===== src/design/lb_pkg.sv =====
package lb_pkg;

    // Bus widths
    localparam int LB_UP_ADR_W  = 22;           // Upstream word address
    localparam int LB_DWN_ADR_W = 16;           // Downstream word address
    localparam int LB_DATA_W    = 32;           // Data word
    localparam int GPIO_W       = 16;           // General purpose in/out

    // Port select field
    localparam int LB_PORTS   = 2;              // Downstream ports
    localparam int LB_SEL_LSB = 16;             // First select bit in upstream address
    localparam int LB_SEL_W   = $clog2(LB_PORTS);

    // Scratch RAM geometry
    localparam int RAM_DEPTH = 256;             // Words
    localparam int RAM_ADR_W = $clog2(RAM_DEPTH);

    // Vector types
    typedef logic [LB_UP_ADR_W-1:0]  lb_up_adr_t;
    typedef logic [LB_DWN_ADR_W-1:0] lb_dwn_adr_t;
    typedef logic [LB_DATA_W-1:0]    lb_data_t;
    typedef logic [GPIO_W-1:0]       gpio_t;
    typedef logic [LB_SEL_W-1:0]     lb_sel_t;
    typedef logic [RAM_ADR_W-1:0]    ram_adr_t;

    // Register map of the control block
    localparam lb_dwn_adr_t REG_GPIO_OUT = 16'd0;   // RW, gpio output
    localparam lb_dwn_adr_t REG_GPIO_IN  = 16'd1;   // RO, synchronised gpio input
    localparam lb_dwn_adr_t REG_SCRATCH  = 16'd2;   // RW, 32-bit scratch
    localparam lb_dwn_adr_t REG_VERSION  = 16'd3;   // RO, version word

    // Version constant, major 1 minor 2
    localparam lb_data_t VERSION_WORD = 32'h0001_0002;

endpackage


===== src/design/lb_mux.sv =====
module lb_mux
    import lb_pkg::*;
(
    input  logic                CLK_IN,                 // Clock
    input  logic                rst_n,                  // Sync reset, active low

    // Upstream master
    input  lb_up_adr_t          up_adr,                 // Word address
    input  lb_data_t            up_din,                 // Write data
    input  logic                up_wr,                  // Write strobe, level
    input  logic                up_rd,                  // Read strobe, level
    output lb_data_t            up_dout,                // Read data
    output logic                up_vld,                 // Read data valid

    // Downstream ports
    output lb_dwn_adr_t         dwn_adr,                // Shared address
    output lb_data_t            dwn_wdat,               // Shared write data
    output logic [LB_PORTS-1:0] dwn_wr,                 // Write pulse per port
    output logic [LB_PORTS-1:0] dwn_rd,                 // Read pulse per port
    input  lb_data_t            dwn_rdat [LB_PORTS],    // Read data per port
    input  logic [LB_PORTS-1:0] dwn_vld                 // Read valid per port
);

    // Registered upstream inputs
    lb_up_adr_t          up_adr_q;
    lb_data_t            up_din_q;
    logic                up_wr_q;
    logic                up_rd_q;

    // Strobe history for the edge detectors
    logic                up_wr_d;
    logic                up_rd_d;
    logic                wr_re;                         // Write rising edge
    logic                rd_re;                         // Read rising edge

    // Port select
    lb_sel_t             sel;
    logic [LB_PORTS-1:0] port_en;                       // One-hot

    // Return path
    lb_data_t            sel_rdat;
    logic                sel_vld;
    lb_data_t            up_dout_q;
    logic                up_vld_q;

    // Address and data are payload, sampled every cycle
    always_ff @(posedge CLK_IN)
    begin
        up_adr_q <= up_adr;
        up_din_q <= up_din;
    end

    // Strobes and their history
    always_ff @(posedge CLK_IN)
    begin
        if (!rst_n)
        begin
            up_wr_q <= 1'b0;
            up_rd_q <= 1'b0;
            up_wr_d <= 1'b0;
            up_rd_d <= 1'b0;
        end
        else
        begin
            up_wr_q <= up_wr;                           // Sample edge E0
            up_rd_q <= up_rd;
            up_wr_d <= up_wr_q;                         // One cycle later
            up_rd_d <= up_rd_q;
        end
    end

    // High for the single cycle after E0
    assign wr_re = up_wr_q & ~up_wr_d;
    assign rd_re = up_rd_q & ~up_rd_d;

    // Select field, upper address bits beyond it ignored
    assign sel = up_adr_q[LB_SEL_LSB +: LB_SEL_W];

    always_comb
    begin
        for (int i = 0; i < LB_PORTS; i++)
        begin
            port_en[i] = (sel == lb_sel_t'(i));
        end
    end

    // Pulses go to the selected port only
    assign dwn_wr = port_en & {LB_PORTS{wr_re}};
    assign dwn_rd = port_en & {LB_PORTS{rd_re}};

    // Common to all ports
    assign dwn_adr  = up_adr_q[LB_DWN_ADR_W-1:0];
    assign dwn_wdat = up_din_q;

    // Pick the return of the enabled port
    always_comb
    begin
        sel_rdat = '0;
        sel_vld  = 1'b0;
        for (int i = 0; i < LB_PORTS; i++)
        begin
            if (port_en[i])
            begin
                sel_rdat = dwn_rdat[i];
                sel_vld  = dwn_vld[i];
            end
        end
    end

    // Valid back to the master, one cycle wide
    always_ff @(posedge CLK_IN)
    begin
        if (!rst_n)
            up_vld_q <= 1'b0;
        else
            up_vld_q <= sel_vld;
    end

    // Read data holds between reads
    always_ff @(posedge CLK_IN)
    begin
        if (sel_vld)
            up_dout_q <= sel_rdat;
    end

    assign up_dout = up_dout_q;
    assign up_vld  = up_vld_q;

endmodule


===== config.mk =====
export PLATFORM = sky130hd
export DESIGN_NAME = lb_mux
export DESIGN_NICKNAME = d
export VERILOG_FILES = /design/src/design/lb_pkg.sv /design/src/design/lb_mux.sv
export SDC_FILE = /design/constraint.sdc
export NUM_CORES = 1
export LEC_CHECK = 0
export BUFFER_PORTS_ARGS = -buffer_cell sky130_fd_sc_hd__buf_2
export CORE_MARGIN = 1
export CORE_UTILIZATION = 34
export CTS_CLUSTER_SIZE = 16
export DETAILED_ROUTE_END_ITERATION = 12
export PLACE_DENSITY = 0.73
export SKIP_CTS_REPAIR_TIMING = 1
export SLEW_MARGIN = 10
export SYNTH_ARGS = -nofsm -noshare
export SYNTH_HDL_FRONTEND = slang
export SYNTH_SLANG_ARGS = --single-unit

===== constraint.sdc =====
create_clock -name CLK_IN -period 1.1 [get_ports CLK_IN]
set_input_delay 0.33 -clock CLK_IN [delete_from_list [all_inputs] [get_ports CLK_IN]]
set_output_delay 0.33 -clock CLK_IN [all_outputs]
set_load 0.005 [all_outputs]

==> reports/summary.txt <==
Status -> finished, violations left
Reg2Reg Depth -> 3
CP required -> 0.77 ns
Starting Density -> 35.02%
Clk slew on worst S/H paths -> 0.09 ns
Routed WL -> 6063 um
Number of max-cap violations -> 0
Clock skew -> 0.01135 ns
Synth Net Count -> 256
Core area -> 7214 um2
Clock root buffer master -> clkbuf_8
CTS Buffer Depth -> 2
Max FO, Critical Path -> 6
CP arrival -> 1.10 ns
Least-Margin Pin Slew -> 0.1519 ns
CP top delay family -> flip-flops
Vias in the first global route -> 1,774
Non-Filler Instances -> 457
Synth cell types -> 8
CTS tree -> done
DIE AREA -> 7778 um2
Antenna fix cells -> 0
Post-synth EDFFs -> 32
Vias -> 1,926
Final Cycle Share -> 130.1%
Largest net degree at the start of global routing -> 34
Slowest CP cell -> dfxtp_4
CTS H-tree depth -> 3
RSZ-0062 raised after global routing -> true
Cells after DPL -> 432
Syn Std Cell Area -> 2526 um2
Tmin final -> 1.431 ns
Top FF cell, synth -> dfxtp_1
CP max stage delay -> 0.35 ns
First-pass GRT wire length -> 7555 um
GRT Overall Usage -> 13.63%
Flops & latches, synth -> 86
Fillers -> 614
Cell area after layout -> 4095 um2
Seq/Total Area, Yosys -> 80.83%
Fin worst setup slack -> -0.3306 ns
Final hold violation count -> 0
PnR Total Power -> 6.284 mW
Inserted Clock Buffers -> 9
Critical Path End Type -> primary output
Layout Utilization -> 56.76%
# IOs -> 209
Final net count -> 477
Worst hold path type -> in2reg
Post-synth top area share -> 42.79%
Drt initial violations -> 51
Most instantiated library cell after synthesis -> dfxtp_1
Pwr dens -> 1535 nW/um2
Levels on crit path -> 3
Slew HR -> 89.88%
Maximum clock frequency -> 699.0 MHz
Residual DRC -> 0
Synthesis Warnings -> 0
Largest area contributor in the netlist -> dfxtp_1
Cell count after synthesis -> 132
Initial antenna violation count -> 0
Crit path cell chain -> buf_12, nor3b_2, buf_2
Clock Latency Late Sink -> 0.35 ns
Grt ovf -> 0
VDD IR max -> 0.9651 mV
WL/cell -> 13.27 um
First-pass DRT Iterations -> 4
Row count -> 31
Dpl hpwl -> 4320 um
Place WS -> -0.1350 ns
CP Launch Type -> register
Average size of a mapped cell -> 19.14 um2
DRT antenna net count -> 0
Die W -> 88.20 um
Critical path class -> reg2out
Commonest cells in the netlist -> dfxtp_1 (54), edfxtp_1 (32), mux2_2 (32)
Leakage -> 1.987 nW
Failing checks -> setup timing
Vias per cell -> 4.214
Max Slew Vio Count -> 0
Crit path buffers/inverters -> 2
DIE HEIGHT -> 88.20 um
Post-synth ARST share -> 0%
Fraction of layout cells with a size suffix above 1 -> 77.65%
Largest cells by area after synthesis -> dfxtp_1 (43%), edfxtp_1 (38%), mux2_2 (14%), buf_6 (1.8%), and2_1 (1.2%)
Dpl cell area -> 3701 um2
Routability cong. -> 0.7108
Area growth syn-to-layout -> 62.11%
PortBufs -> 203
Final setup viols -> 115
Hold path cells -> 1
CTS sink count -> 86
registers in the layout, summed over array words and instances (netlist names):
name	flops
up_rd_d	1
up_wr_d	1
up_adr_q	17
up_vld	1
up_wr_q	1
up_dout	32
dwn_wdat	32
up_rd_q	1
worst register-to-register path, delay by kind of cell, from the launching register on:
family	cells	cell delay (ns)
multiplexers	1	0.34
buffers and inverters	2	0.40
flip-flops	1	0.36
layout make-up:
type / count / area (um2) / area share (%)
Clock buffer: 10 / 127.6 / 3.116
Clock inverter: 6 / 53.80 / 1.314
Multi-Input combinational cell: 46 / 565.5 / 13.81
Sequential cell: 86 / 2062 / 50.35
Tap cell: 99 / 123.9 / 3.025
Timing Repair Buffer: 210 / 1162 / 28.38
layer usage:
layer | part of all wire [%] | global-route usage, % | wire (um)
met1 | 35 | 12.69 | 2139
met4 | 1.7 | 7.185 | 103
met5 | 0 | 0 | 0
met2 | 52 | 23.71 | 3152
met3 | 11 | 7.634 | 668
report_power, final:
group | leakage [nW] | switching [mW] | internal [mW] | total, mW
Combinational | 1.13 | 0.264 | 0.453 | 0.717
Clock | 0.0894 | 1.13 | 0.860 | 1.99
Sequential | 0.769 | 0.0507 | 3.53 | 3.58
worst paths after layout:
kind | start | end | slack, ns
hold / removal | up_din[16] | dwn_wdat[16]$_DFF_P_ | 0.08
setup reg to reg | up_adr_q[16]$_DFF_P_ | up_dout[17]$_DFFE_PP_ | -0.24
hold reg to reg | up_wr_q$_SDFF_PN0_ | up_wr_d$_SDFF_PN0_ | 0.48
setup / recovery | up_adr_q[16]$_DFF_P_ | dwn_wr[0] | -0.33
layout by cell type, fill, tap and decap left out:
cell | netlist | final
edfxtp_1 | 32 | 32
and2_1 | 5 | 5
clkinv_4 | 0 | 2
buf_4 | 0 | 4
dfxtp_2 | 0 | 13
buf_6 | 4 | 9
clkbuf_1 | 0 | 1
mux2_8 | 0 | 1
clkbuf_8 | 0 | 9
dfxtp_1 | 54 | 40
buf_2 | 0 | 194
nor3b_2 | 0 | 2
inv_6 | 0 | 2
buf_8 | 0 | 1
inv_8 | 0 | 1
clkbuf_16 | 0 | 1
dfxtp_4 | 0 | 1
clkinvlp_4 | 0 | 1
buf_12 | 0 | 1
mux2_4 | 1 | 16
mux2_2 | 32 | 20
and3b_1 | 2 | 2
kinds of logic (layout without fill, tap and decap cells):
kind of cell           count (synthesis)  after routing  share of synthesized area [%]
buffers and inverters                  4            226                          1.783
DFF                                   86             86                          80.83
muxes                                 33             37                          14.86
and+or+nand+nor                        9              9                          2.526
per-stage QoR:
stage / setup TNS [ns] / hold slack, ns
after floorplan: -3.771 / 0.3577
after global placement: -5.896 / 0.4322
after detailed placement: -7.294 / 0.4336
after CTS: -12.08 / 0.05366
after global routing: -17.61 / 0.03900
final: -11.82 / 0.07633
Note: power is estimated with default switching activity, not from simulation.
