File: config.mk
export PLATFORM = sky130hd
export DESIGN_NAME = lb_ctrl_regs
export DESIGN_NICKNAME = d
export VERILOG_FILES = /design/src/design/lb_pkg.sv /design/src/design/lb_ctrl_regs.sv
export SDC_FILE = /design/constraint.sdc
export NUM_CORES = 1
export LEC_CHECK = 0
export BUFFER_PORTS_ARGS = -buffer_cell sky130_fd_sc_hd__buf_2
export CAP_MARGIN = 20
export CORE_ASPECT_RATIO = 2
export CORE_MARGIN = 2
export CORE_UTILIZATION = 52
export DETAILED_ROUTE_END_ITERATION = 8
export GPL_ROUTABILITY_DRIVEN = 0
export GPL_TIMING_DRIVEN = 1
export HOLD_SLACK_MARGIN = 0.06
export PLACE_DENSITY = 0.81
export SYNTH_ARGS = -nofsm -noshare
export SYNTH_HDL_FRONTEND = slang
export SYNTH_SLANG_ARGS = --single-unit
File: constraint.sdc
create_clock -name CLK_IN -period 3 [get_ports CLK_IN]
set_input_delay 0 -clock CLK_IN [delete_from_list [all_inputs] [get_ports CLK_IN]]
set_output_delay 0 -clock CLK_IN [all_outputs]
set_load 0.03 [all_outputs]
File: src/design/lb_pkg.sv
package lb_pkg;

    // Bus widths
    localparam int LB_UP_ADR_W  = 22;           // Upstream word address
    localparam int LB_DWN_ADR_W = 16;           // Downstream word address
    localparam int LB_DATA_W    = 32;           // Data word
    localparam int GPIO_W       = 16;           // General purpose in/out

    // Port select field
    localparam int LB_PORTS   = 2;              // Downstream ports
    localparam int LB_SEL_LSB = 16;             // First select bit in upstream address
    localparam int LB_SEL_W   = $clog2(LB_PORTS);

    // Scratch RAM geometry
    localparam int RAM_DEPTH = 256;             // Words
    localparam int RAM_ADR_W = $clog2(RAM_DEPTH);

    // Vector types
    typedef logic [LB_UP_ADR_W-1:0]  lb_up_adr_t;
    typedef logic [LB_DWN_ADR_W-1:0] lb_dwn_adr_t;
    typedef logic [LB_DATA_W-1:0]    lb_data_t;
    typedef logic [GPIO_W-1:0]       gpio_t;
    typedef logic [LB_SEL_W-1:0]     lb_sel_t;
    typedef logic [RAM_ADR_W-1:0]    ram_adr_t;

    // Register map of the control block
    localparam lb_dwn_adr_t REG_GPIO_OUT = 16'd0;   // RW, gpio output
    localparam lb_dwn_adr_t REG_GPIO_IN  = 16'd1;   // RO, synchronised gpio input
    localparam lb_dwn_adr_t REG_SCRATCH  = 16'd2;   // RW, 32-bit scratch
    localparam lb_dwn_adr_t REG_VERSION  = 16'd3;   // RO, version word

    // Version constant, major 1 minor 2
    localparam lb_data_t VERSION_WORD = 32'h0001_0002;

endpackage

File: src/design/lb_ctrl_regs.sv
module lb_ctrl_regs
    import lb_pkg::*;
(
    input  logic        CLK_IN,         // Clock
    input  logic        rst_n,          // Sync reset, active low

    // Local bus slave
    input  lb_dwn_adr_t adr,            // Word address
    input  lb_data_t    wdat,           // Write data
    input  logic        wr,             // Write pulse
    input  logic        rd,             // Read pulse
    output lb_data_t    rdat,           // Read data
    output logic        vld,            // Read data valid

    // General purpose I/O
    input  gpio_t       gpio_in,        // Asynchronous input
    output gpio_t       gpio_out        // Registered output
);

    // Writable registers
    gpio_t       gpio_out_q;
    lb_data_t    scratch_q;

    // Two-flop synchroniser for gpio_in
    gpio_t       gpio_meta;
    gpio_t       gpio_sync;

    // Read side
    lb_data_t    rd_mux;
    lb_data_t    rdat_q;
    logic        vld_q;

    // Register writes, read-only and unmapped addresses dropped
    always_ff @(posedge CLK_IN)
    begin
        if (!rst_n)
        begin
            gpio_out_q <= '0;
            scratch_q  <= '0;
        end
        else if (wr)
        begin
            case (adr)
                REG_GPIO_OUT : gpio_out_q <= wdat[GPIO_W-1:0];   // Low half only
                REG_SCRATCH  : scratch_q  <= wdat;
                default      : ;                                  // No effect
            endcase
        end
    end

    // Synchroniser, value usable after the second stage
    always_ff @(posedge CLK_IN)
    begin
        if (!rst_n)
        begin
            gpio_meta <= '0;
            gpio_sync <= '0;
        end
        else
        begin
            gpio_meta <= gpio_in;
            gpio_sync <= gpio_meta;
        end
    end

    // Read decode
    always_comb
    begin
        case (adr)
            REG_GPIO_OUT : rd_mux = lb_data_t'(gpio_out_q);    // Zero-extended
            REG_GPIO_IN  : rd_mux = lb_data_t'(gpio_sync);     // Zero-extended
            REG_SCRATCH  : rd_mux = scratch_q;
            REG_VERSION  : rd_mux = VERSION_WORD;
            default      : rd_mux = '0;                        // Unmapped reads zero
        endcase
    end

    // Read data captured on the rd pulse
    always_ff @(posedge CLK_IN)
    begin
        if (rd)
            rdat_q <= rd_mux;
    end

    // Valid one cycle after rd
    always_ff @(posedge CLK_IN)
    begin
        if (!rst_n)
            vld_q <= 1'b0;
        else
            vld_q <= rd;
    end

    assign rdat     = rdat_q;
    assign vld      = vld_q;
    assign gpio_out = gpio_out_q;

endmodule

==> summary.txt, run 1 <==
Post-Synthesis Cells = 392
Final ANT Viol Nets = 0
synth warn = 0
core area = 7940 sq um
synth unique cells = 22
Critical Path Source Type = input port
Crit Reg-Reg Endpoint = rdat[1]
simple-gate portion of the synthesized area = 0.190
Sw Share = 0.210
slowest stage delay, CP = 0.72 ns
critical path's slowest cell = or4b_4
endpoint type of the worst setup path = flip-flop
Final nets = 622
FMAX = 0.537 GHz
Worst Path Class, Setup = in2reg
share of cells above drive strength 1 = 0.257
Slew Viols, Final = 0
R2R Path Start = gpio_out[1]
Detail Placement HPWL = 5800 um
final hold viol count = 0
most frequent cells in the layout = buf_2 (115), dfxtp_1 (81), nand2_1 (80)
Overall Global Routing Usage = 0.226
first-pass GRT wire length = 15300 um
setup bufs post-CTS = 0
worst hold path startpoint = rd
hold depth = 1
peak supply drop = 602 uV
post-synthesis cell area = 4250 sq um
antenna fix cells = 0
slew margin rel. = 0.339
fillcell total = 558
synth-to-layout area growth = 37.6%
final setup violation count = 0
fin crit share = 0.621
Routed WL per cell = 14.1 um
skew final = 0.00540 ns
final worst setup slack = 1.14 ns
Register Area = 2580 sq um
Seq/Total Area, Yosys = 0.608
TritonCTS Buffers = 17
Seq cells post-synth = 113
Worst EP required = 3.27 ns
Reg clk slew, reported paths = 0.05 ns
H-tree levels = 4
area of the multi-input gates = 1540 sq um
Die Ht = 132 um
largest family of logic cells by synthesized area = simple AND/OR/NAND/NOR gates
global route overflow = 0
Pleak = 2.81 nW
CTS tree = yes
PortBufs = 116
drt via density = 4.94
Worst-Margin Slew = 0.992 ns
mux cell area share after synthesis = 0.151
setup tns final = 0 ns
commonest non-fill, non-tap cell in the layout = buf_2
RSZ-0062 raised after global routing = false
P_int = 2.79 mW
total of max-cap violations = 0
crit path cell chain = buf_2, or4_1, or4b_1, or4b_4, mux2i_1
Clock Sinks = 113
initial drt markers = 139
Hold Path Class = in2reg
syn nets = 460
initial core utilization = 0.535
Seq pwr share = 0.458
Root Buffer = clkbuf_16
# IOs = 117
xor/xnor share of the synthesized area = 0
Max FO, Critical Path = 16
1st-pass router iterations = 5
initial antenna violation count = 0
Worst Hold End = rdat[30]
status = finished, final reports clean
R2R Setup Slk = 1.94 ns
Logic pwr share = 0.066
CP delay by family, top = simple AND/OR/NAND/NOR gates
worst-skew pair later-pin latency = 0.40 ns
switching power = 739 uW
pre-CTS setup slack = 0.738 ns
Vias = 3273
Reg2Reg Depth = 3
Synth Area in Adders = 0
die width = 67.9 um
min cycle time layout = 1.86 ns
Detailed Route WL = 9330 um
Worst Path Arrival = 2.13 ns
CP bufs+invs = 1
row count = 46
# DRC = 0
Clock Tree Buf Depth = 2
largest net degree at the start of global routing = 114
Syn Area/Cell = 10.8 sq um
pwr/cell area = 604 nW/um^2
via count of the first global-routing pass = 3436
Die Area = 8960 sq um
complex-gate fraction of the synthesized area = 0.0191
Clock power frac = 0.476
## power by group through the flow
stage	clock (mW)	sequential, mW	combinational [mW]
global placement	0	1.64	0.180
global route	1.79	1.62	0.254
finish	1.68	1.62	0.233
floorplan	0	1.68	0.0674
detailed placement	0	1.64	0.183
CTS	1.71	1.62	0.232
## metrics by stage
| step | util | cell area, sq um | hold WS [ns] | power [mW] | std cells |
|---|---|---|---|---|---|
| after floorplan | - | 4250 | 0.112 | 1.75 | 392 |
| after global placement | 0.613 | 4870 | 0.206 | 1.82 | 582 |
| after detailed placement | 0.613 | 4870 | 0.209 | 1.83 | 582 |
| after CTS | 0.735 | 5840 | 0.210 | 3.56 | 662 |
| after global routing | 0.736 | 5850 | 0.216 | 3.66 | 663 |
| final | 0.736 | 5850 | 0.213 | 3.53 | 663 |
## registers in the layout, summed over array words and instances, names as in the netlist
register	cells
gpio_meta	16
rdat	32
scratch_q	32
gpio_sync	16
vld	1
gpio_out	16
## routing by layer
metal / vias to the layer above / part of all wire / global-route usage
met4: 0 / 0.028 / 0.122
met2: 114 / 0.53 / 0.387
met5: - / 0 / 0
li1: 1622 / - / -
met1: 1514 / 0.39 / 0.233
met3: 23 / 0.046 / 0.0709
## worst reg2reg max path: cells and delay by family, from the launching register on
family / cells / cell delay (ns)
multiplexers: 1 / 0.27
AO/OA/AOI/OAI: 1 / 0.15
flip-flops: 1 / 0.33
AND/OR/NAND/NOR: 1 / 0.06
## cell usage after synthesis
cell type  instances  area share
or4_1              3      0.0053
o22ai_1            1      0.0015
nor4_1             1      0.0015
edfxtp_1          32        0.23
or4b_1             1      0.0024
buf_1              4      0.0035
mux2i_1           63        0.15
nor4bb_1           1      0.0024
dfxtp_1           81        0.38
a21oi_1           15       0.018
buf_12             1      0.0047
nor2_1            33       0.029
inv_1              1     0.00088
clkbuf_1          20       0.018
mux2_2             1      0.0026
or4b_2             1      0.0024
or4b_4             1      0.0032
buf_6              2      0.0053
nor3b_1            1      0.0018
nor2b_1            1      0.0015
nand2_1           81       0.072
and2_1            47       0.069
## worst max path at each step
stage | start | endpoint | slack [ns] | cells after the start
after floorplan | adr[13] | gpio_out[0] | 0.77 | 7
after global placement | adr[13] | gpio_out[13] | 0.77 | 5
after detailed placement | adr[13] | gpio_out[0] | 0.74 | 5
after CTS | adr[13] | gpio_out[4] | 1.16 | 5
after global routing | adr[13] | gpio_out[4] | 1.10 | 5
final | adr[13] | gpio_out[4] | 1.14 | 5
## logic make-up (layout without fill, tap and decap cells)
family / count (synthesis) / count (layout)
AND/OR/NAND/NOR: 171 / 171
flip-flops: 113 / 113
multiplexers: 64 / 64
buffers and inverters: 28 / 203
AO/OA/AOI/OAI: 16 / 16
## final cells by class
class,instances,share of cell area
Clock buffer,31,0.0834
Clock inverter,1,0.000856
Inverter,1,0.000642
Multi-Input combinational cell,251,0.263
Sequential cell,113,0.442
Tap cell,96,0.0205
Timing Repair Buffer,170,0.190
## repair_timing
item / CTS / global route
resized for setup: 0 / 0
hold buffers: 48 / 0
hold endpoints to repair: 64 / 0
(Power assumes the default switching activity.)
==> run 2: changes to the inputs <==
==> constraint.sdc (replaced) <==
create_clock -name CLK_IN -period 1.9 [get_ports CLK_IN]
set_input_delay 0 -clock CLK_IN [delete_from_list [all_inputs] [get_ports CLK_IN]]
set_output_delay 0 -clock CLK_IN [all_outputs]
set_load 0.03 [all_outputs]
==> run 2 against run 1 <==
Clock power grew 79%. Utilization grew 2.3 points. Clock skew grew 0.0033 ns. Largest power group unchanged.
==> summary.txt, run 2 (synthesis gave the netlist of run 1 again) <==
via count of the first global-routing pass = 3492 (+1.6%)
initial core utilization = 0.535 (unchanged)
TritonCTS Buffers = 17 (unchanged)
worst hold path startpoint = rst_n
Critical Path Source Type = input port
pre-CTS setup slack = -0.335 ns (-1.07 ns)
Vias = 3357 (+2.6%)
critical path's slowest cell = or4b_4
Worst Path Arrival = 2.14 ns (about the same)
Worst EP required = 2.18 ns (-1.09 ns)
final hold viol count = 0 (unchanged)
Clock Sinks = 113 (unchanged)
# DRC = 0 (unchanged)
PnR Total Power = 5.95 mW (+68%)
fin crit share = 0.976
initial drt markers = 131 (-5.8%)
slew margin rel. = 0.507 (+0.168)
total of max-cap violations = 0 (unchanged)
skew final = 0.00868 ns (+0.00328 ns)
final setup violation count = 0 (unchanged)
FMAX = 0.540 GHz
min cycle time layout = 1.85 ns
Detail Placement HPWL = 6120 um (+5.6%)
antenna fix cells = 0 (unchanged)
global route overflow = 0 (unchanged)
core area = 7940 sq um (unchanged)
fin util = 0.759 (+0.0225)
Die Area = 8960 sq um (unchanged)
slowest stage delay, CP = 0.72 ns (about the same)
Max FO, Critical Path = 16 (unchanged)
pwr/cell area = 987 nW/um^2 (+63%)
crit path launch = adr[9]
H-tree levels = 4 (unchanged)
area of the multi-input gates = 1550 sq um (+0.49%)
status = finished, final reports clean
Reg clk slew, reported paths = 0.05 ns (about the same)
Routed WL per cell = 14.8 um (+4.8%)
1st-pass router iterations = 4 (-1)
Worst-Margin Slew = 0.739 ns (-0.252 ns)
largest net degree at the start of global routing = 54 (-53%)
crit path cell chain = buf_2, or4_1, or4b_1, or4b_4, mux2i_2
R2R Path Start = gpio_out[11]
PortBufs = 116 (unchanged)
met3 WL = 436 um (+0.93%)
Overall Global Routing Usage = 0.241 (+0.0151)
Pleak = 2.91 nW (+3.5%)
die width = 67.9 um (unchanged)
first-pass GRT wire length = 16200 um (+6.0%)
row count = 46 (unchanged)
RSZ-0062 raised after global routing = false
met2 WL = 5490 um (+11%)
Worst Path Class, Setup = in2reg
drt via density = 5.01 (+1.5%)
highest routed layer = met4
endpoint type of the worst setup path = flip-flop
CTS tree = yes
WL met1 = 3650 um (-0.90%)
share of cells above drive strength 1 = 0.287 (+0.0300)
Die Ht = 132 um (unchanged)
Register Area = 2580 sq um (unchanged)
most frequent cells in the layout = buf_2 (115), dfxtp_1 (81), nand2_1 (80)
synth-to-layout area growth = 41.8%
peak supply drop = 916 uV (+52%)
Hold Path Class = in2reg
Final nets = 629 (+1.1%)
Slew Viols, Final = 0 (unchanged)
# IOs = 117 (unchanged)
fillcell total = 536 (-3.9%)
worst-skew pair later-pin latency = 0.41 ns (about the same)
final worst setup slack = 0.0465 ns (-1.09 ns)
setup bufs post-CTS = 0 (unchanged)
initial antenna violation count = 0 (unchanged)
Detailed Route WL = 9880 um (+5.9%)
Clock Tree Buf Depth = 2 (unchanged)
commonest non-fill, non-tap cell in the layout = buf_2
Final ANT Viol Nets = 0 (unchanged)
Root Buffer = clkbuf_16
## run 2: area by class of cell
cell class / count / share of cell area
sequential: 113 / 0.428
multi-input combinational: 251 / 0.257
timing repair buffer: 177 / 0.197
clock buffer: 29 / 0.0949
tap: 96 / 0.0199
clock inverter: 3 / 0.00249
inverter: 1 / 0.000623
## run 2: path summary, 6_finish.rpt
| kind | slack [ns] | to | cells after the start |
|---|---|---|---|
| setup / recovery | 0.05 | gpio_out[13] | 5 |
| hold / removal | 0.09 | gpio_out[8] | 3 |
| setup reg to reg | 0.78 | rdat[11] | 4 |
| hold reg to reg | 0.42 | gpio_sync[0] | 1 |
## run 2: worst max-delay path: cells and delay by family
kind	cells	cell delay, ns
multiplexers	1	0.23
buffers and inverters	1	0.10
AND/OR/NAND/NOR	3	1.80
## run 2: metrics by stage
step                      cells  hold slack (ns)  instance area, sq um  TNS [ns]
after floorplan             392            0.112                  4250     -4.23
after detailed placement    590            0.209                  4960     -5.17
after global placement      590            0.205                  4960     -4.67
after global routing        670            0.124                  6030         0
after CTS                   670           0.0787                  6020         0
final                       670           0.0947                  6030         0
## run 2: timing repair
action | 4_1_cts | 5_1_grt
gates resized for setup | 0 | 1
endpoints found under the setup margin | 0 | 1
hold buffers | 48 | 0
hold endpoints to repair | 64 | 0
## run 2: routing by layer
layer,track usage,vias up
met5,0,-
met4,0.142,0
met3,0.0572,27
met2,0.413,121
met1,0.255,1569
li1,-,1640
## run 2: where the power goes
part           internal, mW  leakage [nW]  switching [mW]  total [mW]
combinational         0.186          1.63           0.199       0.385
sequential             2.54         0.986          0.0141        2.55
clock                  2.01         0.295           0.997        3.01
==> run 3: changes to the inputs <==
==> config.mk (replaced) <==
export PLATFORM = sky130hd
export DESIGN_NAME = lb_ctrl_regs
export DESIGN_NICKNAME = d
export VERILOG_FILES = /design/src/design/lb_pkg.sv /design/src/design/lb_ctrl_regs.sv
export SDC_FILE = /design/constraint.sdc
export NUM_CORES = 1
export LEC_CHECK = 0
export CAP_MARGIN = 20
export CORE_ASPECT_RATIO = 2
export CORE_MARGIN = 2
export CORE_UTILIZATION = 55
export DETAILED_ROUTE_END_ITERATION = 8
export DONT_BUFFER_PORTS = 1
export GPL_ROUTABILITY_DRIVEN = 0
export GPL_TIMING_DRIVEN = 1
export HOLD_SLACK_MARGIN = 0.06
export PLACE_DENSITY = 0.72
export SYNTH_ARGS = -nofsm -noshare
export SYNTH_HDL_FRONTEND = slang
export SYNTH_SLANG_ARGS = --single-unit
==> run 3 against run 2 <==
Non-clock buffer count fell by 79. Global-route usage fell by 0.19 points. First-iteration DRC count rose by 14%. Utilization rose by 2.8 points. Largest cell class unchanged. Largest power group unchanged.
==> summary.txt, run 3 (synthesis gave the netlist of run 1 again) <==
core area = 7540 sq um (-5.0%)
crit path launch = adr[13]
Worst Path Class, Setup = in2reg
drt via density = 5.15 (+2.8%)
Clock Sinks = 113 (unchanged)
crit path cell chain = or4_1, buf_4, nor4_2, nand2_2, buf_12, mux2i_1, dlygate4sd3_1
Die Area = 8490 sq um (-5.2%)
Reg2Reg Depth = 3 (-1)
Hold Path Class = in2reg
Final nets = 550 (-13%)
H-tree levels = 4 (unchanged)
Root Buffer = clkbuf_16
Pleak = 2.71 nW (-7.0%)
Post-Place Cells = 467 (-21%)
Worst Path Arrival = 2.09 ns (-0.05 ns)
highest routed layer = met4
Clock Tree Buf Depth = 2 (unchanged)
PnR Total Power = 6.39 mW (+7.4%)
skew final = 0.00425 ns (-0.00443 ns)
Vias = 3034 (-9.6%)
Overall Global Routing Usage = 0.239 (-0.00192)
slowest stage delay, CP = 0.58 ns (-0.14 ns)
global route overflow = 0 (unchanged)
Routed WL per cell = 16.3 um (+10%)
met2 WL = 5300 um (-3.6%)
stages on the worst setup path = 7 (+2)
Slew Viols, Final = 0 (unchanged)
Finished Layout Cells = 589 (-12%)
R2R Setup Slk = 0.66 ns (-0.12 ns)
antenna fix cells = 0 (unchanged)
TritonCTS Buffers = 17 (unchanged)
status = finished, final reports clean
die width = 66.2 um (-2.6%)
synth-to-layout area growth = 39.7%
CP bufs+invs = 3 (+2)
# DRC = 0 (unchanged)
initial core utilization = 0.563 (+0.0282)
fin util = 0.787 (+0.0281)
Max FO, Critical Path = 25 (+9)
commonest non-fill, non-tap cell in the layout = dlygate4sd3_1
final hold viol count = 0 (unchanged)
share of cells above drive strength 1 = 0.0970 (-0.190)
Detail Placement HPWL = 4990 um (-18%)
Worst-Margin Slew = 0.726 ns (-0.0132 ns)
fin crit share = 0.951 (-0.0247)
WL met1 = 3560 um (-2.3%)
PortBufs = 0 (-100%)
initial drt markers = 149 (+14%)
peak supply drop = 983 uV (+7.3%)
via count of the first global-routing pass = 3257 (-6.7%)
first-pass GRT wire length = 15200 um (-6.0%)
Worst EP required = 2.18 ns (about the same)
row count = 45 (-2.2%)
CP delay by family, top = simple AND/OR/NAND/NOR gates
dpl cell area = 4320 sq um (-13%)
R2R Path Start = scratch_q[13]
CTS tree = yes
Final ANT Viol Nets = 0 (unchanged)
met3 WL = 467 um (+7.1%)
Setup crit end = scratch_q[13]
Crit Reg-Reg Endpoint = scratch_q[13]
critical path's slowest cell = dlygate4sd3_1
slew margin rel. = 0.514 (+0.00721)
most frequent cells in the layout = dlygate4sd3_1 (87), dfxtp_1 (81), nand2_1 (80)
worst-skew pair later-pin latency = 0.39 ns (-0.02 ns)
fin area = 5940 sq um (-1.5%)
endpoint type of the worst setup path = flip-flop
total of max-cap violations = 0 (unchanged)
pwr/cell area = 1080 nW/um^2 (+9.1%)
min cycle time layout = 1.81 ns (-0.0470 ns)
setup bufs post-CTS = 0 (unchanged)
Critical Path Source Type = input port
Reg clk slew, reported paths = 0.05 ns (about the same)
initial antenna violation count = 0 (unchanged)
1st-pass router iterations = 4 (unchanged)
# IOs = 117 (unchanged)
final setup violation count = 0 (unchanged)
RSZ-0062 raised after global routing = false
FMAX = 0.554 GHz (+2.6%)
Detailed Route WL = 9580 um (-3.0%)
Die Ht = 128 um (-2.7%)
largest net degree at the start of global routing = 106 (+96%)
## run 3: worst min path at each step
stage | cells past startpoint | from | end
after global placement | 0 | rd | rdat[2]
after global routing | 2 | adr[0] | gpio_out[9]
after CTS | 4 | adr[0] | rdat[1]
final | 4 | adr[0] | rdat[1]
after detailed placement | 0 | rd | rdat[3]
after floorplan | 0 | rd | rdat[0]
## run 3: power by group
part           leakage [nW]  internal (mW)  switching [mW]
Clock                 0.335           2.49            1.02
Sequential            0.986           2.54          0.0721
Combinational          1.39          0.145           0.119
Total                  2.71           5.17            1.21
## run 3: what timing repair did
item                                   CTS  global route
hold buffers                            89             0
resized for setup                        0             0
endpoints found under the hold margin  131             0
## run 3: metal layers
metal / vias to the layer above / GRT usage
met3: 20 / 0.0781
li1: 1478 / -
met1: 1434 / 0.248
met5: - / 0
met4: 0 / 0.118
met2: 102 / 0.421
## run 3: stage by stage
stage	setup TNS (ns)	worst slack, ns	hold slack [ns]
after global routing	0	0.0155	0.0948
final	0	0.0935	0.0752
after floorplan	-4.23	-0.316	0.112
after global placement	-3.21	-0.204	0.115
after detailed placement	-3.66	-0.244	0.114
after CTS	0	0.127	0.0662
## run 3: worst min-delay path: cells and delay by family
family                 cells  cell delay [ns]
buffers and inverters      1             0.08
AO/OA/AOI/OAI              1             0.07
AND/OR/NAND/NOR            2             0.20
## run 3: layout make-up
class	count	area (sq um)
flip-flops and latches	113	2580
clock inverters	11	179
well taps	94	118
multi-input cells	251	1540
repair buffers	98	1020
clock buffers	21	492
inverters	1	3.75
fillers	473	1610
